## src/verilog/mips_exec_pkg.sv

```systemverilog
`default_nettype none

package mips_exec_pkg;

    typedef logic [31:0] word_t;
    typedef logic [31:0] instr_t;
    typedef logic [4:0]  shamt_t;

    // which unit drives the write-back word
    typedef enum logic [1:0] {
        unit_arith,
        unit_logic_shift,
        unit_hilo,
        unit_link
    } unit_e;

    typedef enum logic [1:0] {
        arith_add,
        arith_sub,
        arith_slt,
        arith_sltu
    } arith_op_e;

    typedef enum logic [2:0] {
        ls_and,
        ls_or,
        ls_xor,
        ls_nor,
        ls_lui,
        ls_sll,
        ls_srl,
        ls_sra
    } ls_op_e;

    typedef enum logic [2:0] {
        hilo_none,
        hilo_mult,
        hilo_multu,
        hilo_mfhi,
        hilo_mflo,
        hilo_mthi,
        hilo_mtlo
    } hilo_op_e;

    // decoded operation handed to every datapath unit
    typedef struct packed {
        unit_e     unit;
        arith_op_e arith_op;
        ls_op_e    ls_op;
        hilo_op_e  hilo_op;
        // operand b taken from imm
        logic      use_imm;
        word_t     imm;
        // shift amount from srca[4:0]
        logic      var_shift;
        shamt_t    shamt;
        logic      trap_ovf;
        logic      rsvd;
    } exec_op_t;

endpackage

`default_nettype wire

```

## src/verilog/result_select.sv

```systemverilog
`default_nettype none

module result_select (
    input  wire                          i_clk,
    input  wire                          i_rst_n,
    input  wire                          i_valid,
    input  wire mips_exec_pkg::exec_op_t i_op,
    input  wire mips_exec_pkg::word_t    i_pc,
    input  wire mips_exec_pkg::word_t    i_arith,
    input  wire                          i_ovf,
    input  wire mips_exec_pkg::word_t    i_ls,
    input  wire mips_exec_pkg::word_t    i_hilo,
    output logic                         o_valid,
    output mips_exec_pkg::word_t         o_result,
    output logic                         o_overflow,
    output logic                         o_rsvd
);
    import mips_exec_pkg::*;

    word_t sel;

    always_comb begin
        case (i_op.unit)
            unit_arith:       sel = i_arith;
            unit_logic_shift: sel = i_ls;
            unit_hilo:        sel = i_hilo;
            // return address skips the delay slot
            default:          sel = i_pc + 32'd8;
        endcase
    end

    always_ff @(posedge i_clk or negedge i_rst_n) begin
        if (!i_rst_n) begin
            o_valid    <= 1'b0;
            o_overflow <= 1'b0;
            o_rsvd     <= 1'b0;
        end else begin
            o_valid    <= i_valid;
            o_overflow <= i_valid & i_op.trap_ovf & i_ovf;
            o_rsvd     <= i_valid & i_op.rsvd;
        end
    end

    always_ff @(posedge i_clk) begin
        o_result <= i_op.rsvd ? '0 : sel;
    end

endmodule

`default_nettype wire

```

## config.mk

```make
export PLATFORM = sky130hd
export DESIGN_NAME = result_select
export DESIGN_NICKNAME = d
export VERILOG_FILES = /design/src/verilog/mips_exec_pkg.sv /design/src/verilog/result_select.sv
export SDC_FILE = /design/constraint.sdc
export NUM_CORES = 1
export LEC_CHECK = 0
export BUFFER_PORTS_ARGS = -buffer_cell sky130_fd_sc_hd__clkbuf_2
export CORE_ASPECT_RATIO = 2
export CORE_UTILIZATION = 33
export DETAILED_ROUTE_END_ITERATION = 10
export GPL_ROUTABILITY_DRIVEN = 0
export PLACE_DENSITY = 0.77
export SLEW_MARGIN = 10
export SYNTH_ARGS = -nofsm -noshare
export SYNTH_HDL_FRONTEND = slang
export SYNTH_SLANG_ARGS = --single-unit
```

## constraint.sdc

```tcl
create_clock -name i_clk -period 0.8 [get_ports i_clk]
set_input_delay 0.12 -clock i_clk [delete_from_list [all_inputs] [get_ports i_clk]]
set_output_delay 0.12 -clock i_clk [all_outputs]
set_load 0.02 [all_outputs]
```

# [After elaboration in Yosys (flattened, before gate mapping)]
# Index checks and enable logic that the tools add are counted.
[op_classes] bitwise=3 eq_ne=2 muxes=1 n_addsub=1 n_reduce_logical=1
[ops] operator="$pmux 32 s3" n=1
[ops] operator="$add 32x4->32 const B" n=1
[ops] operator="$and 1x1->1" n=3
[ops] operator="$eq 2x1->1 const B" n=1
[ops] operator="$eq 2x2->1 const B" n=1
[ops] operator="$logic_not 2->1" n=1
[word_totals] register_bits=35 inputBits=183 output_inout_bits=35

# [Depth between registers and ports, before layout]
[depth] word_depth=2 mapped_depth=7 mapped_depth_nobuf=6

# [Worst setup path before layout]
# Ideal clock, no wire load.
[synth_timing] path_type="input to register" start="input i_pc[3]" end="register o_result[7]" path_slack_ns=-0.624 path_buffers=1 cell_stages=7 required_ns=0.672 setup_ns=0.128 t_arrival_ns=1.296 cell_sequence="ha_1 > and2_0 > buf_2 > nand2_1 > xnor2_1 > mux4_2 > nor2b_1"
[synth_between] elab_chain_cells=2
[synth_rtl] element="start, declared" line="result_select.sv:8" source="input wire mips_exec_pkg::word_t i_pc,"
[synth_rtl] element="$add 32x4->32" line="result_select.sv:28" source="default: sel = i_pc + 32'd8;"
[synth_rtl] element="$pmux 32 s3" line="result_select.sv:23" source="case (i_op.unit)"
[synth_rtl] element="end signal, assigned" line="result_select.sv:45" source="o_result <= i_op.rsvd ? '0 : sel;"
[synth_rtl] element="end, declared" line="result_select.sv:14" source="output mips_exec_pkg::word_t o_result,"
# No other way between the ends.
# A chain may end at the register's enable or synchronous reset.

# [Worst setup path in the final report]
[layout_timing] start="input i_pc[4]" end="register o_result[31]"
# Same word-level chain as after synthesis.

==> results.toml <==
[finish]
drive_gt1_frac = 0.803
nNetsFinal = 675
mostFrequentLayoutCells = "121 x clkbuf_2, 58 x buf_4, 39 x buf_8"
layout_commonest_cell = "clkbuf_2"
area_growth_syn_to_layout_pct = 128

[logic_synthesis]
syn-num-nets = 427
synth_area_sq_um = 2290
synth-compound-area-share = 0.141
synth_top_area_cell = "dfxtp_1"
synth_ff_type = "dfxtp_1"
synthSimpleGateAreaFrac = 0.199
syn-mean-instance-area_sq_um = 9.41
ys_async_sr_fraction = 0.0857
synthAdderAreaFrac = 0.00547
seq_area_frac_synth = 0.313
synth-edff-count = 0
syn_inst = 243
synth_cell_type_count = 35
ys_warn_count = 0
yosys-top-cells-area = "dfxtp_1 28%, mux2_2 8.9%, xnor2_1 8.4%, mux4_2 7.9%, o22ai_1 5.7%"
ys_seq_elements = 35
synthMuxAreaShare = 0.194
synth_xor_area_frac = 0.0996
synth_top_family_by_area = "simple AND/OR/NAND/NOR gates"
yosys.area.top_type_share = 0.280

[worst_setup_path]
start_kind = "primary input"
worstPathArrival_ps = 1570
critPathRequiredTime_ps = 970
end_kind = "register"
crit_fanout = 4
worstSetupPathType = "primary input to register"

[timing]
relSlewSlack = 0.642
worst_pin_slew_ps = 532
grt_setup_unrepaired = "true"
setup_slack_ps = -596
hold_violations = 0
slew_violations = 0
period_minus_slack_ps = 1400
min_period_over_period = 1.74
max_freq_ghz = 0.717
setup_violations = 68

[floorplan]
start_util = 0.343
die_x_um = 60.9
rows = 42
io_pins = 218
dieArea_sq_um = 7280
die_h_um = 120
fp.coreArea_sq_um = 6670

[clock_tree]
cts_sinks = 35
htreeDepth = 2
clk_path_buf_depth = 2
numCtsBuffers = 5
path_clk_slew_ps = 60
cts-root-buf = "clkbuf_16"
cts_tree = "built"

[drt]
antenna_left = 0
drc_errors = 0
drtPass1Iterations = 5
vias_per_cell = 6.06
vias = 3522
post_drt_wl_per_cell_um = 27.6
wirelength_um = 16100
first_iter_violations = 335

[grt]
grt_usage = 0.348
grt_pass1_wl_um = 18000
grtUsageMet3 = 0.151
busiest_layer = "met2"
grt_pass1_vias = 3462
overflow = 0
grt_max_degree = 19
use_met2 = 0.569
antenna_found_initial = 1
use_met1 = 0.320

[pwr]
switching_share = 0.321
internal_power_mw = 4.37
vdd_drop_max_mv = 1.22
switching_power_mw = 2.07
p_clk_frac = 0.304
p_seq_frac = 0.315
p_leak_nw = 2.49
pwr-share-comb = 0.381
finalPower_mw = 6.44
p_per_area_nw_per_um2 = 1240

[hold_path]
hp-class = "primary input to register"

[placed_design]
dp_hpwl_um = 7290
port_buffers = 170
place_ws_ps = -794

[outcome]
status = "finished with violations"
violations = "negative setup slack"

[job]
drv_cap = 0
## power groups by stage
stage               Clock (mW)  Sequential [mW]  Combinational (mW)
floorplan                    0             2.14               0.638
global placement             0             1.96                1.57
detailed placement           0             1.96                1.61
CTS                       1.82             1.97                1.95
global route              2.04             2.04                2.54
finish                    1.96             2.03                2.45
## cells by family (layout without fill, tap and decap cells)
| group | after synthesis | count (layout) |
|---|---|---|
| xor+xnor | 26 | 26 |
| fa+ha+maj | 1 | 1 |
| other cells | 0 | 1 |
| mux | 32 | 32 |
| buf+inv | 25 | 274 |
| flops | 35 | 35 |
| simple gates | 74 | 74 |
| compound gates | 50 | 50 |
## worst max-delay path, stage by stage
cell,delay [ps]
buf_8,90
ha_4,140
and2_4,180
nand3_4,100
buf_12,150
nor4_4,310
xnor2_1,140
a211oi_2,330
## layout make-up
type / count / area, sq um
Inverter: 7 / 26.3
Clock inverter: 1 / 5.00
Antenna cell: 1 / 2.50
Clock buffer: 7 / 133
Tap cell: 88 / 110
Sequential cell: 35 / 756
Fill cell: 344 / 1470
Multi-Input combinational cell: 183 / 2010
Timing Repair Buffer: 259 / 2160
## worst paths after layout
kind	slack, ps	start	cells after the start	to
setup / recovery	-600	i_pc[4]	8	o_result[31]$_SDFF_PP0_
hold / removal	110	i_op[1]	2	o_overflow$_DFF_PN0_
max in group asynchronous	530	i_rst_n	2	o_valid$_DFF_PN0_
min in group asynchronous	160	i_rst_n	2	o_rsvd$_DFF_PN0_
## through the flow
stage               instances  utilization  hold WS [ps]  setup TNS, ps  instance area (sq um)
finish                    581        0.780           109         -13620                   5210
global route              581        0.780           109         -14980                   5210
CTS                       558        0.697           108         -10250                   4650
detailed placement        539        0.566         -80.9         -19680                   3780
global placement          539        0.566         -84.8         -18240                   3780
floorplan                 243            -          -176          -9870                   2530
## registers in the layout, indices dropped and copies added, names as in the netlist
signal,count
o_result,32
o_overflow,1
o_valid,1
o_rsvd,1
## synthesized netlist by cell type (4+ instances only)
| cell | instances |
|---|---|
| dfxtp_1 | 32 |
| xnor2_1 | 22 |
| o22ai_1 | 21 |
| mux2_2 | 18 |
| a211oi_1 | 16 |
| nor2_1 | 15 |
| nand2_1 | 10 |
| a21oi_1 | 9 |
| nor2b_1 | 9 |
| clkbuf_1 | 8 |
| mux4_2 | 8 |
| buf_2 | 7 |
| inv_1 | 7 |
| nor3_1 | 7 |
| mux2i_1 | 6 |
| nand3_1 | 6 |
| nor4_1 | 6 |
| nand4_1 | 4 |
| xor2_1 | 4 |
## layer usage
metal  routed length, um  part of all wire
met5                   0                 0
met4                1550             0.097
met3                1980              0.12
met2                7520              0.47
met1                5000              0.31
## what timing repair did
item	in CTS	in global routing
pin swaps	29	43
buffers inserted	7	24
hold buffers	2	0
gates resized for setup	150	113
endpoints found under the setup margin	67	68
gates cloned	2	0
hold endpoints to repair	4	0
No activity file was read; power rests on OpenSTA's default activity.
