### src/verilog/mips_exec_pkg.sv
`default_nettype none

package mips_exec_pkg;

    typedef logic [31:0] word_t;
    typedef logic [31:0] instr_t;
    typedef logic [4:0]  shamt_t;

    // which unit drives the write-back word
    typedef enum logic [1:0] {
        unit_arith,
        unit_logic_shift,
        unit_hilo,
        unit_link
    } unit_e;

    typedef enum logic [1:0] {
        arith_add,
        arith_sub,
        arith_slt,
        arith_sltu
    } arith_op_e;

    typedef enum logic [2:0] {
        ls_and,
        ls_or,
        ls_xor,
        ls_nor,
        ls_lui,
        ls_sll,
        ls_srl,
        ls_sra
    } ls_op_e;

    typedef enum logic [2:0] {
        hilo_none,
        hilo_mult,
        hilo_multu,
        hilo_mfhi,
        hilo_mflo,
        hilo_mthi,
        hilo_mtlo
    } hilo_op_e;

    // decoded operation handed to every datapath unit
    typedef struct packed {
        unit_e     unit;
        arith_op_e arith_op;
        ls_op_e    ls_op;
        hilo_op_e  hilo_op;
        // operand b taken from imm
        logic      use_imm;
        word_t     imm;
        // shift amount from srca[4:0]
        logic      var_shift;
        shamt_t    shamt;
        logic      trap_ovf;
        logic      rsvd;
    } exec_op_t;

endpackage

`default_nettype wire

### src/verilog/arith_unit.sv
`default_nettype none

module arith_unit (
    input  wire mips_exec_pkg::exec_op_t i_op,
    input  wire mips_exec_pkg::word_t    i_srca,
    input  wire mips_exec_pkg::word_t    i_srcb,
    output mips_exec_pkg::word_t         o_result,
    output logic                         o_ovf
);
    import mips_exec_pkg::*;

    word_t       opb;
    logic [32:0] sum_w;
    logic [32:0] diff_w;
    logic        lt_signed;
    logic        lt_unsigned;

    assign opb = i_op.use_imm ? i_op.imm : i_srcb;

    // one extra sign bit so overflow shows as a mismatch of the top two bits
    assign sum_w  = {i_srca[31], i_srca} + {opb[31], opb};
    assign diff_w = {i_srca[31], i_srca} - {opb[31], opb};

    assign lt_signed   = $signed(i_srca) < $signed(opb);
    assign lt_unsigned = i_srca < opb;

    always_comb begin
        case (i_op.arith_op)
            arith_add: begin
                o_result = sum_w[31:0];
                o_ovf    = sum_w[32] ^ sum_w[31];
            end
            arith_sub: begin
                o_result = diff_w[31:0];
                o_ovf    = diff_w[32] ^ diff_w[31];
            end
            arith_slt: begin
                o_result = {31'd0, lt_signed};
                o_ovf    = 1'b0;
            end
            default: begin
                o_result = {31'd0, lt_unsigned};
                o_ovf    = 1'b0;
            end
        endcase
    end

endmodule

`default_nettype wire

### config.mk
export PLATFORM = sky130hd
export DESIGN_NAME = arith_unit
export DESIGN_NICKNAME = d
export VERILOG_FILES = /design/src/verilog/mips_exec_pkg.sv /design/src/verilog/arith_unit.sv
export SDC_FILE = /design/constraint.sdc
export NUM_CORES = 1
export LEC_CHECK = 0
export BUFFER_PORTS_ARGS = -buffer_cell sky130_fd_sc_hd__buf_2
export CAP_MARGIN = 30
export CORE_MARGIN = 10
export CORE_UTILIZATION = 40
export DETAILED_ROUTE_END_ITERATION = 10
export GPL_ROUTABILITY_DRIVEN = 0
export PLACE_DENSITY_LB_ADDON = 0.12
export SETUP_SLACK_MARGIN = 0.5
export SYNTH_ARGS = -nofsm -noshare
export SYNTH_HDL_FRONTEND = slang
export SYNTH_SLANG_ARGS = --single-unit
### constraint.sdc
create_clock -name vclk -period 5
set_clock_uncertainty 0.15 [all_clocks]
set_input_delay 0.25 -clock vclk [all_inputs]
set_output_delay 0.25 -clock vclk [all_outputs]
set_load 0.005 [all_outputs]
; After elaboration in Yosys (flattened, before gate mapping)
; Index checks and enable logic that the tools add are counted.
[classes]
n_addsub = 2
n_lt_le_gt_ge = 2
eq_ne = 2
mux = 3
bitwise = 2
n_reduce_logical = 1
[op_table]
columns = op, count
row1 = 32-bit case mux with 3 select lines, 1
row2 = 32-bit < comparator, 2
row3 = 32-bit by 32-bit adder with 33-bit output, 1
row4 = 32-bit by 32-bit subtractor with 33-bit output, 1
row5 = 32-bit two-way mux, 1
row6 = "2-bit by 1-bit == test with 1-bit output, second input constant", 1
row7 = "2-bit == test, second input constant", 1
row8 = 2-bit zero test, 1
row9 = 1-bit case mux with 2 select lines, 1
row10 = 1-bit bitwise XOR, 2
[totals]
register_bits = 0
inputBits = 115
out_inout_bits = 33
word_cells = 12

; Depth between registers and ports, before layout
[logic_depth]
ltp_word = 4
depth_mapped = 14
mapped_depth_nobuf = 13

; Worst setup path before layout
; Ideal clock, no wire load.
[synth_timing]
path_kind = in2out
start = input port i_op[40] (netlist bit)
end = output port o_result[30]
t_arrival_ns = 3.514
required_ns = 4.600
path_slack_ns = 1.086
path_stages = 14
n_path_buf = 2
cell_sequence = clkbuf_1 > clkbuf_1 > mux2i_1 > inv_1 > fa_1 > nor2b_1 > o211ai_1 > a211o_1 > a31oi_1 > o21ai_1 > nor4_1 > o22ai_1 > a41oi_2 > mux2_1
[synth_between]
elab_chain_len = 3
elab_cells_between_ends = 4
classes_between = add/sub (2) / mux (2)
[synth_lines]
columns = item, line_no
row1 = from (decl), arith_unit.sv:4  ; input wire mips_exec_pkg::exec_op_t i_op,
row2 = 32-bit two-way mux *, arith_unit.sv:18  ; assign opb = i_op.use_imm ? i_op.imm : i_srcb;
row3 = 32-bit by 32-bit subtractor with 33-bit output or 32-bit by 32-bit adder with 33-bit output (tied branches), "arith_unit.sv:22, arith_unit.sv:21"
row4 = 32-bit case mux with 3 select lines *, arith_unit.sv:28  ; case (i_op.arith_op)
row5 = to (decl), arith_unit.sv:7  ; output mips_exec_pkg::word_t o_result,
; Mark *: on every way between the ends. The rest lies on a longest branch, timed or not.

; Worst setup path after layout
; Same ends and word-level chain as after synthesis.

==> impl_metrics.ini <==
[cells_and_area]
postLayoutCoreUtil_pct = 47.77
seq_cells = 0
antennaDiodeCount = 0
drive_above_1_share_pct = 20.96
nets = 916
syn2layout_area_growth_pct = 16.10
clock_buffer_count = 0
regArea_um2 = 0

[synthesis]
yosys.area.top_type = ha_1
syn_nets = 816
yosys-top-cells-area = ha_1 (20%), mux2i_1 (8.2%), a21oi_1 (7.2%), nor2_1 (6.8%), inv_1 (5.5%)
yosysSeqAreaShare_pct = 0
syn_area_per_cell_um2 = 6.751
syn_area_um2 = 4267
syn-instance-count = 632
synth_cell_types = 70
synth_commonest_cells = nor2_1 (77), ha_1 (67), inv_1 (63), a21oi_1 (61), mux2i_1 (35)
synth_top_area_share_pct = 19.65
yosysWarnings = 0
synth_most_common_cell = nor2_1

[route]
via_count = 4851
ant_nets = 0
drc = 0
wl_per_cell_um = 15.69
viasPerCell = 5.602
first_iter_violations = 238
wl_um = 13590
first_pass_iters = 5

[place]
portBuffers = 132
hpwl_um = 11320

[sta]
rsz0062_at_grt = false
timing.final.crit_share_pct = 87.29
max_slew_margin_pct = 42.81
fmax_mhz = 229.1
finalHoldViolations = 0
tns_ps = 0
post-route-min-period_ps = 4365
maxSlewViolCount = 0
finalSetupViolCount = 0
worst-slew-pin-transition_ps = 857.8

[pwr]
power_density_nw_per_um2 = 141.2
sw_frac_of_total_pct = 57.91
p_int_mw = 0.2944
comb_power_share_pct = 100.0
seq_power_share_pct = 0
power_leakage_nw = 2.484
switchingPower_mw = 0.4049
ir_drop_v = 0.00006679
pwr-share-clk_pct = 0

[worst_setup_path]
start_kind = primary input
required_ps = 4600
critical_path.max_fanout = 16
cp-end-kind = output pin
path_class = in2out
worstPathArrival_ps = 3960

[floorplanning]
dieWidth_um = 123.3
core_um2 = 10370
fp.dieH_um = 123.3
start_util_pct = 41.14
rows = 37
dieArea_um2 = 15200
top_level_ports = 148

[global_route]
grt_pass1_vias = 4778
grt.overflow.total = 0
grt_pass1_wl_um = 22390
antenna_found_initial = 0
gr-usage-all-layers_pct = 16.80
grt_start_max_net_pins = 49

[min_path]
hp-start = i_srca[0]
whs_path_depth = 5
hold_path.class = in2out
holdPathEnd = o_result[0]

[clock_tree]
post_cts_buffers = 0
post_cts_resized = 0
holdBufCountCts = 0

[outcome]
outcome = finished, final reports clean

[run]
maxCapViolations = 0
==> worst max path at each step <==
stage / cells after the start / from / endpoint / slack [ps]
floorplan: 14 / i_op[40] / o_result[30] / 1090
global placement: 14 / i_op[40] / o_result[30] / 790
detailed placement: 14 / i_op[40] / o_result[30] / 750
CTS: 14 / i_op[40] / o_result[30] / 700
global route: 14 / i_op[40] / o_result[29] / 520
finish: 14 / i_op[40] / o_result[30] / 640
==> placed cells by master, fill, tap and decap left out, types with 3 or more instances in the layout <==
cell type  Yosys  final
or3_1          5      5
mux2i_1       35     35
a21oi_1       61     61
mux2_1         3      3
xnor2_1       25     25
nand4_1        6      6
o21ai_1        4      4
a221oi_1       4      4
nand2_1       29     29
o21bai_1      12     12
nor2b_1       13     13
a2111oi_0      3      3
a21o_1        13     13
and2_1         4      4
o2111ai_1      3      3
o31ai_1        7      7
ha_1          67     67
buf_2          7    132
buf_4          1      3
inv_1         63     63
a211oi_1      13     13
o211ai_1       7      7
o311ai_0       5      5
nand3_1       16     16
a31oi_1        9      9
o21ai_0       31     31
nand2b_1       8      8
xor2_1         5      5
nor4_1         8      8
nor2_1        77     77
nor3_1        11     11
==> kinds of logic (layout without fill, tap and decap cells) <==
kind of cell	count (synthesis)	after routing	synth area share (%)
and+or+nand+nor	197	197	23.55
buffers and inverters	100	198	9.443
AOI/OAI and AO/OA	197	197	31.00
xor gates and xnor gates	30	30	6.158
adders and majority gates	69	69	20.59
muxes	39	39	9.267
==> worst max-delay path, stage by stage <==
cell,delay [ps]
buf_2,140
buf_4,300
mux2i_1,340
ha_1,330
nor2_1,250
a2111o_1,260
a41oi_2,220
a311oi_1,530
o2111ai_1,270
and2b_1,230
o21ai_2,190
a41oi_2,140
mux2_1,370
buf_2,140
==> power by group through the flow <==
stage,combinational [mW],clock (mW),sequential [mW]
finish,0.699,0,0
global route,0.783,0,0
CTS,0.700,0,0
detailed placement,0.695,0,0
global placement,0.690,0,0
floorplan,0.503,0,0
==> area by class of cell <==
cell class / count / area (um2)
repair buffers: 135 / 683.2
inverters: 63 / 236.5
multi-input cells: 532 / 3864
well taps: 136 / 170.2
fillers: 1119 / 5416
==> metal layers <==
layer	track usage (%)	up-vias	part of all wire [%]
met3	2.507	12	8.5
met4	2.111	0	0.91
met2	28.56	190	46
met5	0	-	0
met1	22.44	2187	44
li1	-	2462	-
==> through the flow <==
| stage | total power, mW | hold slack [ps] | instance area (um2) | instances | setup slack [ps] |
|---|---|---|---|---|---|
| 2_1_floorplan | 0.5030 | 512.6 | 4267 | 632 | 1086 |
| 3_3_place_gp | 0.6895 | 800.2 | 4954 | 866 | 793.0 |
| 3_5_place_dp | 0.6949 | 799.9 | 4954 | 866 | 752.5 |
| 4_1_cts | 0.6999 | 800.9 | 4954 | 866 | 702.5 |
| 5_1_grt | 0.7827 | 843.2 | 4954 | 866 | 518.5 |
| 6_report | 0.6993 | 793.5 | 4954 | 866 | 635.3 |
Power figures use the tool's default switching activity.
