**src/verilog/mips_exec_pkg.sv**
```systemverilog
`default_nettype none

package mips_exec_pkg;

    typedef logic [31:0] word_t;
    typedef logic [31:0] instr_t;
    typedef logic [4:0]  shamt_t;

    // which unit drives the write-back word
    typedef enum logic [1:0] {
        unit_arith,
        unit_logic_shift,
        unit_hilo,
        unit_link
    } unit_e;

    typedef enum logic [1:0] {
        arith_add,
        arith_sub,
        arith_slt,
        arith_sltu
    } arith_op_e;

    typedef enum logic [2:0] {
        ls_and,
        ls_or,
        ls_xor,
        ls_nor,
        ls_lui,
        ls_sll,
        ls_srl,
        ls_sra
    } ls_op_e;

    typedef enum logic [2:0] {
        hilo_none,
        hilo_mult,
        hilo_multu,
        hilo_mfhi,
        hilo_mflo,
        hilo_mthi,
        hilo_mtlo
    } hilo_op_e;

    // decoded operation handed to every datapath unit
    typedef struct packed {
        unit_e     unit;
        arith_op_e arith_op;
        ls_op_e    ls_op;
        hilo_op_e  hilo_op;
        // operand b taken from imm
        logic      use_imm;
        word_t     imm;
        // shift amount from srca[4:0]
        logic      var_shift;
        shamt_t    shamt;
        logic      trap_ovf;
        logic      rsvd;
    } exec_op_t;

endpackage

`default_nettype wire

```
**src/verilog/exec_ctrl.sv**
```systemverilog
`default_nettype none

module exec_ctrl (
    input  wire mips_exec_pkg::instr_t i_instr,
    output mips_exec_pkg::exec_op_t    o_op
);
    import mips_exec_pkg::*;

    logic [5:0]  opcode;
    logic [5:0]  funct;
    logic [4:0]  rt;
    logic [15:0] imm16;

    assign opcode = i_instr[31:26];
    assign funct  = i_instr[5:0];
    assign rt     = i_instr[20:16];
    assign imm16  = i_instr[15:0];

    always_comb begin
        o_op.unit      = unit_arith;
        o_op.arith_op  = arith_add;
        o_op.ls_op     = ls_and;
        o_op.hilo_op   = hilo_none;
        o_op.use_imm   = 1'b0;
        o_op.imm       = {{16{imm16[15]}}, imm16};
        o_op.var_shift = 1'b0;
        o_op.shamt     = i_instr[10:6];
        o_op.trap_ovf  = 1'b0;
        o_op.rsvd      = 1'b0;

        case (opcode)
            // SPECIAL, selected by funct
            6'h00: begin
                case (funct)
                    6'h00: begin o_op.unit = unit_logic_shift; o_op.ls_op = ls_sll; end
                    6'h02: begin o_op.unit = unit_logic_shift; o_op.ls_op = ls_srl; end
                    6'h03: begin o_op.unit = unit_logic_shift; o_op.ls_op = ls_sra; end
                    6'h04, 6'h06, 6'h07: begin
                        o_op.unit      = unit_logic_shift;
                        o_op.var_shift = 1'b1;
                        o_op.ls_op     = (funct[1:0] == 2'b00) ? ls_sll :
                                         (funct[1:0] == 2'b10) ? ls_srl : ls_sra;
                    end
                    6'h09: o_op.unit = unit_link;
                    6'h10: begin o_op.unit = unit_hilo; o_op.hilo_op = hilo_mfhi; end
                    6'h11: begin o_op.unit = unit_hilo; o_op.hilo_op = hilo_mthi; end
                    6'h12: begin o_op.unit = unit_hilo; o_op.hilo_op = hilo_mflo; end
                    6'h13: begin o_op.unit = unit_hilo; o_op.hilo_op = hilo_mtlo; end
                    6'h18: begin o_op.unit = unit_hilo; o_op.hilo_op = hilo_mult; end
                    6'h19: begin o_op.unit = unit_hilo; o_op.hilo_op = hilo_multu; end
                    6'h20: o_op.trap_ovf = 1'b1;
                    6'h21: o_op.arith_op = arith_add;
                    6'h22: begin o_op.arith_op = arith_sub; o_op.trap_ovf = 1'b1; end
                    6'h23: o_op.arith_op = arith_sub;
                    6'h24: begin o_op.unit = unit_logic_shift; o_op.ls_op = ls_and; end
                    6'h25: begin o_op.unit = unit_logic_shift; o_op.ls_op = ls_or; end
                    6'h26: begin o_op.unit = unit_logic_shift; o_op.ls_op = ls_xor; end
                    6'h27: begin o_op.unit = unit_logic_shift; o_op.ls_op = ls_nor; end
                    6'h2a: o_op.arith_op = arith_slt;
                    6'h2b: o_op.arith_op = arith_sltu;
                    default: o_op.rsvd = 1'b1;
                endcase
            end
            // REGIMM, only the linking branches produce a result here
            6'h01: begin
                if (rt == 5'b10000 || rt == 5'b10001) begin
                    o_op.unit = unit_link;
                end else begin
                    o_op.rsvd = 1'b1;
                end
            end
            6'h03: o_op.unit = unit_link;
            6'h08: begin o_op.use_imm = 1'b1; o_op.trap_ovf = 1'b1; end
            6'h09: o_op.use_imm = 1'b1;
            6'h0a: begin o_op.use_imm = 1'b1; o_op.arith_op = arith_slt; end
            6'h0b: begin o_op.use_imm = 1'b1; o_op.arith_op = arith_sltu; end
            6'h0c, 6'h0d, 6'h0e: begin
                o_op.unit    = unit_logic_shift;
                o_op.use_imm = 1'b1;
                // logic immediates are zero extended
                o_op.imm     = {16'h0000, imm16};
                o_op.ls_op   = (opcode[1:0] == 2'b00) ? ls_and :
                               (opcode[1:0] == 2'b01) ? ls_or : ls_xor;
            end
            6'h0f: begin
                o_op.unit  = unit_logic_shift;
                o_op.ls_op = ls_lui;
                o_op.imm   = {imm16, 16'h0000};
            end
            default: o_op.rsvd = 1'b1;
        endcase
    end

endmodule

`default_nettype wire

```
**config.mk**
```make
export PLATFORM = sky130hd
export DESIGN_NAME = exec_ctrl
export DESIGN_NICKNAME = d
export VERILOG_FILES = /design/src/verilog/mips_exec_pkg.sv /design/src/verilog/exec_ctrl.sv
export SDC_FILE = /design/constraint.sdc
export NUM_CORES = 1
export LEC_CHECK = 0
export BUFFER_PORTS_ARGS = -buffer_cell sky130_fd_sc_hd__buf_2
export CELL_PAD_IN_SITES_DETAIL_PLACEMENT = 0
export CELL_PAD_IN_SITES_GLOBAL_PLACEMENT = 1
export CORE_UTILIZATION = 23
export DETAILED_ROUTE_END_ITERATION = 6
export PLACE_DENSITY_LB_ADDON = 0.25
export SLEW_MARGIN = 20
export SYNTH_ARGS = -nofsm -noshare
export SYNTH_HDL_FRONTEND = slang
export SYNTH_SLANG_ARGS = --single-unit
```
**constraint.sdc**
```tcl
create_clock -name vclk -period 3.5
set_input_delay 0.525 -clock vclk [all_inputs]
set_output_delay 0.525 -clock vclk [all_outputs]
set_load 0.01 [all_outputs]
```
Yosys cells after proc, flatten, opt, wreduce, memory -nomap -nowiden

Cells that the tools add are included.

Order comparisons: 0
Shifts and indexed selects: 0
Muxes and demuxes: 22
Equal/unequal tests: 36
Reductions and logical operators: 15
Add/subtract/negate cells: 0
$mul: 0
Divide/modulo/power cells: 0
Bitwise logic cells: 0

Operators by type and width:

| kind                                                            | count |
|---|---|
| 32-bit case mux with 2 select lines                             | 1 |
| 6-bit == test, second input constant                            | 10 |
| 6-bit by 4-bit == test with 1-bit output, second input constant | 9 |
| 6-bit by 5-bit == test with 1-bit output, second input constant | 6 |
| 23-bit OR reduction                                             | 1 |
| 3-bit case mux with 7 select lines                              | 1 |
| 6-bit by 2-bit == test with 1-bit output, second input constant | 3 |
| 6-bit by 3-bit == test with 1-bit output, second input constant | 3 |
| 2-bit case mux with 3 select lines                              | 3 |
| 3-bit case mux with 6 select lines                              | 1 |
| 6-bit logical NOT                                               | 2 |
| 5-bit == test, second input constant                            | 2 |
| 10-bit OR reduction                                             | 1 |
| 3-bit case mux with 3 select lines                              | 1 |
| 9-bit OR reduction                                              | 1 |
| 2-bit two-way mux                                               | 4 |
| 2-bit case mux with 4 select lines                              | 1 |
| 1-bit two-way mux                                               | 7 |
| 7-bit OR reduction                                              | 1 |
| 6-bit by 1-bit == test with 1-bit output, second input constant | 1 |
| 3-bit OR reduction                                              | 2 |
| 6-bit OR reduction                                              | 1 |
| 2-bit logical NOT                                               | 2 |
| 2-bit OR reduction                                              | 2 |
| other kinds (7)                                                 | 7 |

Memories: 0
Bits in registers: 0
Output and inout bits: 51
Bits in read-only memories: 0
Input port bits: 32
Latch bits: 0
RAM bits: 0

Longest topological paths before layout

Gate-level depths: netlist of run 1.

Word-level depth: 5
Mapped depth: 7

Worst setup path after synthesis of run 1

No wires, ideal clock.

Path kind: input to output
Start point: input i_instr[28]
End point: output o_op[41] (netlist name)
Required time: 2.975 ns
Cell stages on the path: 4
Setup slack: 1.315 ns
Buffers on the path: 0
Arrival: 1.660 ns
Cell sequence: or4_4 nor3_4 nand3_2 nor3b_2

RTL lines:

| element         | RTL line       | RTL |
|---|---|---|
| start, declared | exec_ctrl.sv:4 | `input wire mips_exec_pkg::instr_t i_instr,` |
| end, declared   | exec_ctrl.sv:5 | `output mips_exec_pkg::exec_op_t o_op` |

==> flow_summary.yaml, run 1 <==
drt:
  drt-total-wl_um: 2538
  firstDrtPassIters: 4
  drt_iter0_markers: 17
  antenna_left: 0
  route.detailed.drc: 0
  vias: 1052
  via_per_inst: 4.717
  wire_per_inst_um: 11.38
placed_design:
  port_buffers: 77
  dp_hpwl_um: 2012
  place.gp.congestion: 0.7597
sta:
  min_period_ps: 2506
  finalSetupTns_ps: 0
  period_share: 0.7160
  rsz0062_at_grt: "false"
  relSlewSlack: 0.3501
  hold_viol: 0
  worstMarginPinSlew_ps: 972.9
  setup-violations-final: 0
  slew_violations: 0
  clock.fmax_mhz: 399.0
synthesis:
  syn_nets: 152
  syn_avg_cell_area_sq_um: 6.235
  synth_area_sq_um: 748.2
  synthCells: 120
  synth_cell_type_count: 37
  ys_warn_count: 0
  yosysSeqAreaShare: 0
final_layout:
  n_antenna_cell: 0
  clkbuf_count: 0
  regArea_sq_um: 0
  nets: 213
  syn_to_final_growth_pct: 46.32
  drive_above_1_share: 0.4916
  seq_cells: 0
  final_core_util: 0.3557
hold_path:
  whs_endpoint: "o_op[4]"
  holdPathStages: 2
  min_path_type: "input port to output pin"
  hp-start: "i_instr[8]"
power:
  leakage_nw: 0.6249
  peakVddDrop_mv: 0.02615
  p_per_area_mw_per_mm2: 108.1
floorplan:
  dieHeight_um: 59.04
  initial_core_util: 0.2431
  rows: 20
  ioPinCount: 83
  die_w_um: 59.04
  core_sq_mm: 0.003078
  die_area_sq_mm: 0.003485
critical_path:
  crit_type: "input port to output pin"
  critical_path_peak_fanout: 25
  arrival_ps: 1980
  cp.required_ps: 2970
  endpoint_kind: "output pin"
  cp-start-kind: "input port"
global_routing:
  grt_max_degree: 26
  grt_antenna_before_repair: 0
  grt_remaining_overflow: 0
  grt_pass1_vias: 860
  grt_pass1_wl_um: 3760
  grt_usage: 0.1340
cts:
  postCtsSetupRepairBufs: 0
  ctsHoldBuffers: 0
  cts-resized-gates: 0
flow_run:
  drv_cap: 0
outcome:
  status: "completed"
-- metrics by stage --
step	std cells	setup WS [ps]	area [sq um]	hold WS, ps	total power [mW]
6_report	223	993.9	1095	1261	0.1184
5_1_grt	223	817.0	1095	1266	0.1311
4_1_cts	223	972.1	1095	1263	0.1195
3_5_place_dp	223	969.7	1095	1263	0.1190
3_3_place_gp	223	1004	1095	1258	0.1182
2_1_floorplan	120	1315	748.2	1142	0.07366
-- worst max path at each step --
stage                     start        to
finish              i_instr[31]  o_op[29]
global route        i_instr[31]  o_op[25]
CTS                 i_instr[31]  o_op[38]
detailed placement  i_instr[31]  o_op[29]
global placement    i_instr[31]  o_op[24]
floorplan           i_instr[28]  o_op[41]
-- kinds of logic after synthesis --
family,share of synthesized area
simple gates,0.4933
compound gates,0.3445
buf+inv,0.1505
xor+xnor,0.01171
-- metal layers --
metal | global-route usage | vias to the layer above | part of all wire
met4 | 0 | 0 | 0
li1 | - | 536 | -
met5 | 0 | - | 0
met1 | 0.1722 | 473 | 0.45
met3 | 0.01528 | 0 | 0.063
met2 | 0.2532 | 43 | 0.49
-- area by class of cell --
cell class         instances  area, sq um
fillers                  360         1983
inverters                  3        11.26
multi-input cells         98        635.6
well taps                 44        55.05
repair buffers            78        392.9
-- cell usage after synthesis --
master | instances | area share
a21o_2 | 1 | 0.012
a32o_1 | 1 | 0.013
or4b_2 | 1 | 0.013
o21bai_1 | 1 | 0.010
a31o_2 | 1 | 0.012
inv_1 | 3 | 0.015
nor4_1 | 2 | 0.017
nor2_1 | 11 | 0.055
nand4_1 | 2 | 0.017
nor3_4 | 1 | 0.022
xor2_1 | 1 | 0.012
o21a_1 | 1 | 0.010
a21oi_1 | 4 | 0.027
a31oi_1 | 1 | 0.0084
o21ai_0 | 7 | 0.047
nand2_1 | 7 | 0.035
nor4b_1 | 1 | 0.012
nand3b_1 | 1 | 0.010
nor3_2 | 2 | 0.027
a21o_1 | 15 | 0.15
nor2b_1 | 20 | 0.17
buf_2 | 8 | 0.054
nor3b_2 | 1 | 0.017
or4_4 | 1 | 0.015
a211o_1 | 1 | 0.012
a22oi_1 | 2 | 0.020
and2_1 | 1 | 0.0084
and4_2 | 1 | 0.013
and3_1 | 2 | 0.017
nand3_1 | 4 | 0.027
or3_1 | 1 | 0.0084
o211ai_1 | 1 | 0.010
clkbuf_2 | 1 | 0.0067
clkbuf_1 | 5 | 0.025
nand3_2 | 1 | 0.013
buf_4 | 5 | 0.050
a311o_1 | 1 | 0.013
-- power breakdown --
| group | switching (mW) | internal (mW) |
|---|---|---|
| clock | 0 | 0 |
| combinational | 0.0669 | 0.0515 |
| sequential | 0 | 0 |
-- cell usage in the layout (no fill, tap or decap), types with 2 or more instances in the layout --
cell type   n
buf_2      77
nor2b_1    20
a21o_1     15
nor2_1     11
o21ai_0     7
nand2_1     7
a21oi_1     4
nand3_1     4
inv_1       3
and3_1      2
nand4_1     2
nor4_1      2
a22oi_1     2
nor3_2      2
-- worst max-delay path: stages --
cell	delay, ps
buf_2	110
nor2_1	130
and3_1	300
and3_1	340
buf_4	310
a21o_1	150
buf_2	130
No activity file was read; power rests on OpenSTA's default activity.
==> inputs of run 2 (changes only) <==
--- a/config.mk
+++ b/config.mk
@@ -8,7 +8,7 @@
 export BUFFER_PORTS_ARGS = -buffer_cell sky130_fd_sc_hd__buf_2
 export CELL_PAD_IN_SITES_DETAIL_PLACEMENT = 0
 export CELL_PAD_IN_SITES_GLOBAL_PLACEMENT = 1
-export CORE_UTILIZATION = 23
+export CORE_UTILIZATION = 21
 export DETAILED_ROUTE_END_ITERATION = 6
 export PLACE_DENSITY_LB_ADDON = 0.25
 export SLEW_MARGIN = 20
==> constraint.sdc (replaced) <==
create_clock -name vclk -period 2.5
set_input_delay 0.375 -clock vclk [all_inputs]
set_output_delay 0.375 -clock vclk [all_outputs]
set_load 0.01 [all_outputs]
==> run 2 against run 1 <==
Against the previous run:
- critical path depth fell by 1
- combinational power rose by 42%
- utilization fell by 2.6 points
- cell count rose by 0.90%
- non-clock buffer count did not move
- critical path type unchanged
- highest routed layer unchanged
==> flow_summary.yaml, run 2 (synthesis gave the netlist of run 1 again) <==
outcome:
  status: "completed"
global_routing:
  busiest_layer: "met2"
  grt_pass1_vias: 801
  grt_util_met3: 0
  grt_usage: 0.1253
  grt_remaining_overflow: 0
  grt_pass1_wl_um: 3760
  grt_max_degree: 30
  use_met1: 0.1990
  grt_antenna_before_repair: 0
  grt_util_met2: 0.2012
placed_design:
  dp_hpwl_um: 2096
  port_buffers: 77
  dp_cells: 225
  place.gp.congestion: 0.7905
critical_path:
  endpoint_kind: "output pin"
  critical_path_peak_fanout: 15
  arrival_ps: 1840
  cp-start-kind: "input port"
  crit_type: "input port to output pin"
  cp.required_ps: 2120
final_layout:
  num-fill-cells: 402
  multi_input_area_sq_um: 635.6
  syn_to_final_growth_pct: 48.33
  final_common_cell: "buf_2"
  seq_cells: 0
  n_antenna_cell: 0
  clkbuf_count: 0
  regArea_sq_um: 0
  stdcell_count: 225
  nets: 213
  drive_above_1_share: 0.4916
  final_cell_mix: "77 x buf_2, 20 x nor2b_1, 15 x a21o_1"
sta:
  relSlewSlack: 0.3367
  finalSetupTns_ps: 0
  clock.fmax_mhz: 451.1
  min_period_ps: 2217
  period_share: 0.8868
  hold_viol: 0
  worstMarginPinSlew_ps: 992.9
  setup-violations-final: 0
  slew_violations: 0
  rsz0062_at_grt: "false"
power:
  peakVddDrop_mv: 0.04774
  leakage_nw: 0.6276
  p_per_area_mw_per_mm2: 150.7
drt:
  antenna_left: 0
  route.detailed.drc: 0
  drt_iter0_markers: 23
  via_per_inst: 4.671
  firstDrtPassIters: 4
  drt-total-wl_um: 2675
  wire_per_inst_um: 11.89
  vias: 1051
floorplan:
  die_w_um: 61.69
  die_area_sq_mm: 0.003806
  rows: 21
  core_sq_mm: 0.003363
  initial_core_util: 0.2225
  dieHeight_um: 61.69
  ioPinCount: 83
cts:
  cts-resized-gates: 0
  ctsHoldBuffers: 0
  postCtsSetupRepairBufs: 0
flow_run:
  drv_cap: 0
hold_path:
  min_path_type: "input port to output pin"
==> run 2: cell counts in the layout (fill, tap and decap cells not counted) <==
Identical to the previous run, type by type.
==> run 2: metrics by stage <==
step | power (mW) | utilization | setup WS [ps] | hold slack [ps] | instance area, sq um
after floorplan | 0.1031 | - | 615.0 | 841.8 | 748.2
after global placement | 0.1669 | 0.3300 | 278.8 | 962.5 | 1110
after detailed placement | 0.1685 | 0.3300 | 238.1 | 963.9 | 1110
after CTS | 0.1687 | 0.3300 | 246.8 | 964.3 | 1110
after global routing | 0.1867 | 0.3300 | 119.7 | 984.9 | 1110
final | 0.1673 | 0.3300 | 283.0 | 963.3 | 1110
==> run 2: layout make-up <==
class              instances  share of cell area
inverters                  3             0.01015
well taps                 46             0.05186
repair buffers            78              0.3653
multi-input cells         98              0.5727
==> run 2: report_power, final <==
| part | switching (mW) | internal, mW |
|---|---|---|
| Clock | 0 | 0 |
| Combinational | 0.0947 | 0.0726 |
| Sequential | 0 | 0 |
| Total | 0.0947 | 0.0726 |
==> run 2: per-layer routing <==
| metal | share of wire | vias up |
|---|---|---|
| met1 | 0.46 | 485 |
| li1 | - | 537 |
| met3 | 0.036 | 0 |
| met5 | 0 | - |
| met2 | 0.50 | 29 |
| met4 | 0 | 0 |
==> run 2: final timing paths <==
check              startpoint       end  slack [ps]  cells past startpoint
hold / removal     i_instr[7]   o_op[3]         960                      2
setup / recovery  i_instr[31]  o_op[34]         280                      6
==> run 2: critical path, stage by stage <==
cell and delay [ps]:
buf_2 100, nor2_1 50, and3_1 250, nor2b_1 790, a21o_1 140, buf_2 130
==> inputs of run 3 (changes only) <==
--- a/config.mk
+++ b/config.mk
@@ -5,12 +5,13 @@
 export SDC_FILE = /design/constraint.sdc
 export NUM_CORES = 1
 export LEC_CHECK = 0
-export BUFFER_PORTS_ARGS = -buffer_cell sky130_fd_sc_hd__buf_2
+export CAP_MARGIN = 25
 export CELL_PAD_IN_SITES_DETAIL_PLACEMENT = 0
 export CELL_PAD_IN_SITES_GLOBAL_PLACEMENT = 1
-export CORE_UTILIZATION = 21
+export CORE_UTILIZATION = 41
 export DETAILED_ROUTE_END_ITERATION = 6
-export PLACE_DENSITY_LB_ADDON = 0.25
+export DONT_BUFFER_PORTS = 1
+export PLACE_DENSITY = 0.88
 export SLEW_MARGIN = 20
 export SYNTH_ARGS = -nofsm -noshare
 export SYNTH_HDL_FRONTEND = slang
==> run 3 against run 2 <==
Against the previous run:
- clock-buffer cell count is the same
- first-iteration DRC count shrank 8.7%
- fmax grew 12%
- wire length shrank 28%
- via count shrank 24%
- total power shrank 48%
- combinational power shrank 48%
- critical path type unchanged
==> flow_summary.yaml, run 3 (synthesis gave the netlist of run 1 again) <==
outcome:
  status: "completed"
global_routing:
  grt_pass1_wl_um: 2760
  grt_remaining_overflow: 0
  grt_max_degree: 33
  grt_usage: 0.1719
  grt_pass1_vias: 635
  grt_antenna_before_repair: 0
floorplan:
  ioPinCount: 83
  initial_core_util: 0.4333
  rows: 15
  dieHeight_um: 44.72
  core_sq_mm: 0.001727
  die_area_sq_mm: 0.002000
  die_w_um: 44.72
critical_path:
  arrival_ps: 1610
  crit_family: "simple AND/OR/NAND/NOR gates"
  cp.required_ps: 2120
  endpoint_kind: "output pin"
  cp_cell_sequence: "or4_4 > nor3_4 > nand3_2 > nor3_2"
  slowest_delay_ps: 560
  cp_slowest_cell: "or4_4"
  startpoint: "i_instr[28]"
  crit_type: "input port to output pin"
  critical_path_peak_fanout: 6
  critPathBufInv: 0
  cp-start-kind: "input port"
sta:
  relSlewSlack: 0.3771
  min_period_ps: 1988
  worstMarginPinSlew_ps: 932.5
  setup-violations-final: 0
  rsz0062_at_grt: "false"
  finalSetupTns_ps: 0
  setup_ws_ps: 511.8
  hold_viol: 0
  slew_violations: 0
  clock.fmax_mhz: 503.0
  period_share: 0.7953
power:
  leakage_nw: 0.3006
  p_switching_mw: 0.05323
  p_per_area_mw_per_mm2: 127.6
  peakVddDrop_mv: 0.03979
  power_frac_seq: 0
  power.total_mw: 0.08751
  intPower_mw: 0.03428
  swShare: 0.6083
  pwr-share-comb: 1.000
  power_frac_clock: 0
drt:
  wire_per_inst_um: 15.20
  route.detailed.drc: 0
  antenna_left: 0
  via_per_inst: 6.276
  firstDrtPassIters: 4
  vias: 797
  drt-total-wl_um: 1930
  drt_iter0_markers: 21
cts:
  postCtsSetupRepairBufs: 0
  ctsHoldBuffers: 0
  cts-resized-gates: 0
hold_path:
  min_path_type: "input port to output pin"
  hp-start: "i_instr[6]"
final_layout:
  final_common_cell: "nor2b_1"
  regArea_sq_um: 0
  stdcell_count: 127
  n_antenna_cell: 0
  nets: 136
  seq_cells: 0
  final_cell_mix: "20 x nor2b_1, 15 x a21o_1, 11 x nor2_1"
  clkbuf_count: 0
  num-fill-cells: 205
  multi_input_area_sq_um: 635.6
  drive_above_1_share: 0.1078
  syn_to_final_growth_pct: -8.361
flow_run:
  drv_cap: 0
placed_design:
  port_buffers: 0
  place.gp.congestion: 0.8770
  pre_cts_ws_ps: 513.9
  dp_cells: 127
  dp_hpwl_um: 1481
run 3: path summary, 6_finish.rpt:
check / to / slack [ps] / depth (start not counted)
worst min-delay path: o_op[2] / 750 / 0
worst max-delay path: o_op[42] / 510 / 4
run 3: power by group through the flow:
stage / clock, mW / sequential (mW) / combinational, mW
2_1_floorplan: 0 / 0 / 0.103
3_3_place_gp: 0 / 0 / 0.0865
3_5_place_dp: 0 / 0 / 0.0873
4_1_cts: 0 / 0 / 0.0874
5_1_grt: 0 / 0 / 0.0968
6_report: 0 / 0 / 0.0875
run 3: area by class of cell:
class                      count  share of cell area
inverter                       3             0.01642
multi-input combinational     98              0.9270
tap                           25             0.04562
timing repair buffer           1             0.01095
run 3: stage by stage:
| step | instance area [sq um] | hold WS [ps] | util |
|---|---|---|---|
| after global placement | 685.7 | 750.2 | 0.3971 |
| after detailed placement | 685.7 | 750.2 | 0.3971 |
| after global routing | 685.7 | 750.0 | 0.3971 |
| after CTS | 685.7 | 750.2 | 0.3971 |
| final | 685.7 | 750.0 | 0.3971 |
| after floorplan | 748.2 | 841.8 | - |
run 3: metal layers:
| metal | global-route usage | vias up | part of all wire |
|---|---|---|---|
| met5 | 0 | - | 0 |
| met4 | 0.03030 | 0 | 0.0088 |
| met3 | 0.03200 | 5 | 0.090 |
| met2 | 0.2912 | 41 | 0.49 |
| met1 | 0.2295 | 371 | 0.41 |
| li1 | - | 380 | - |
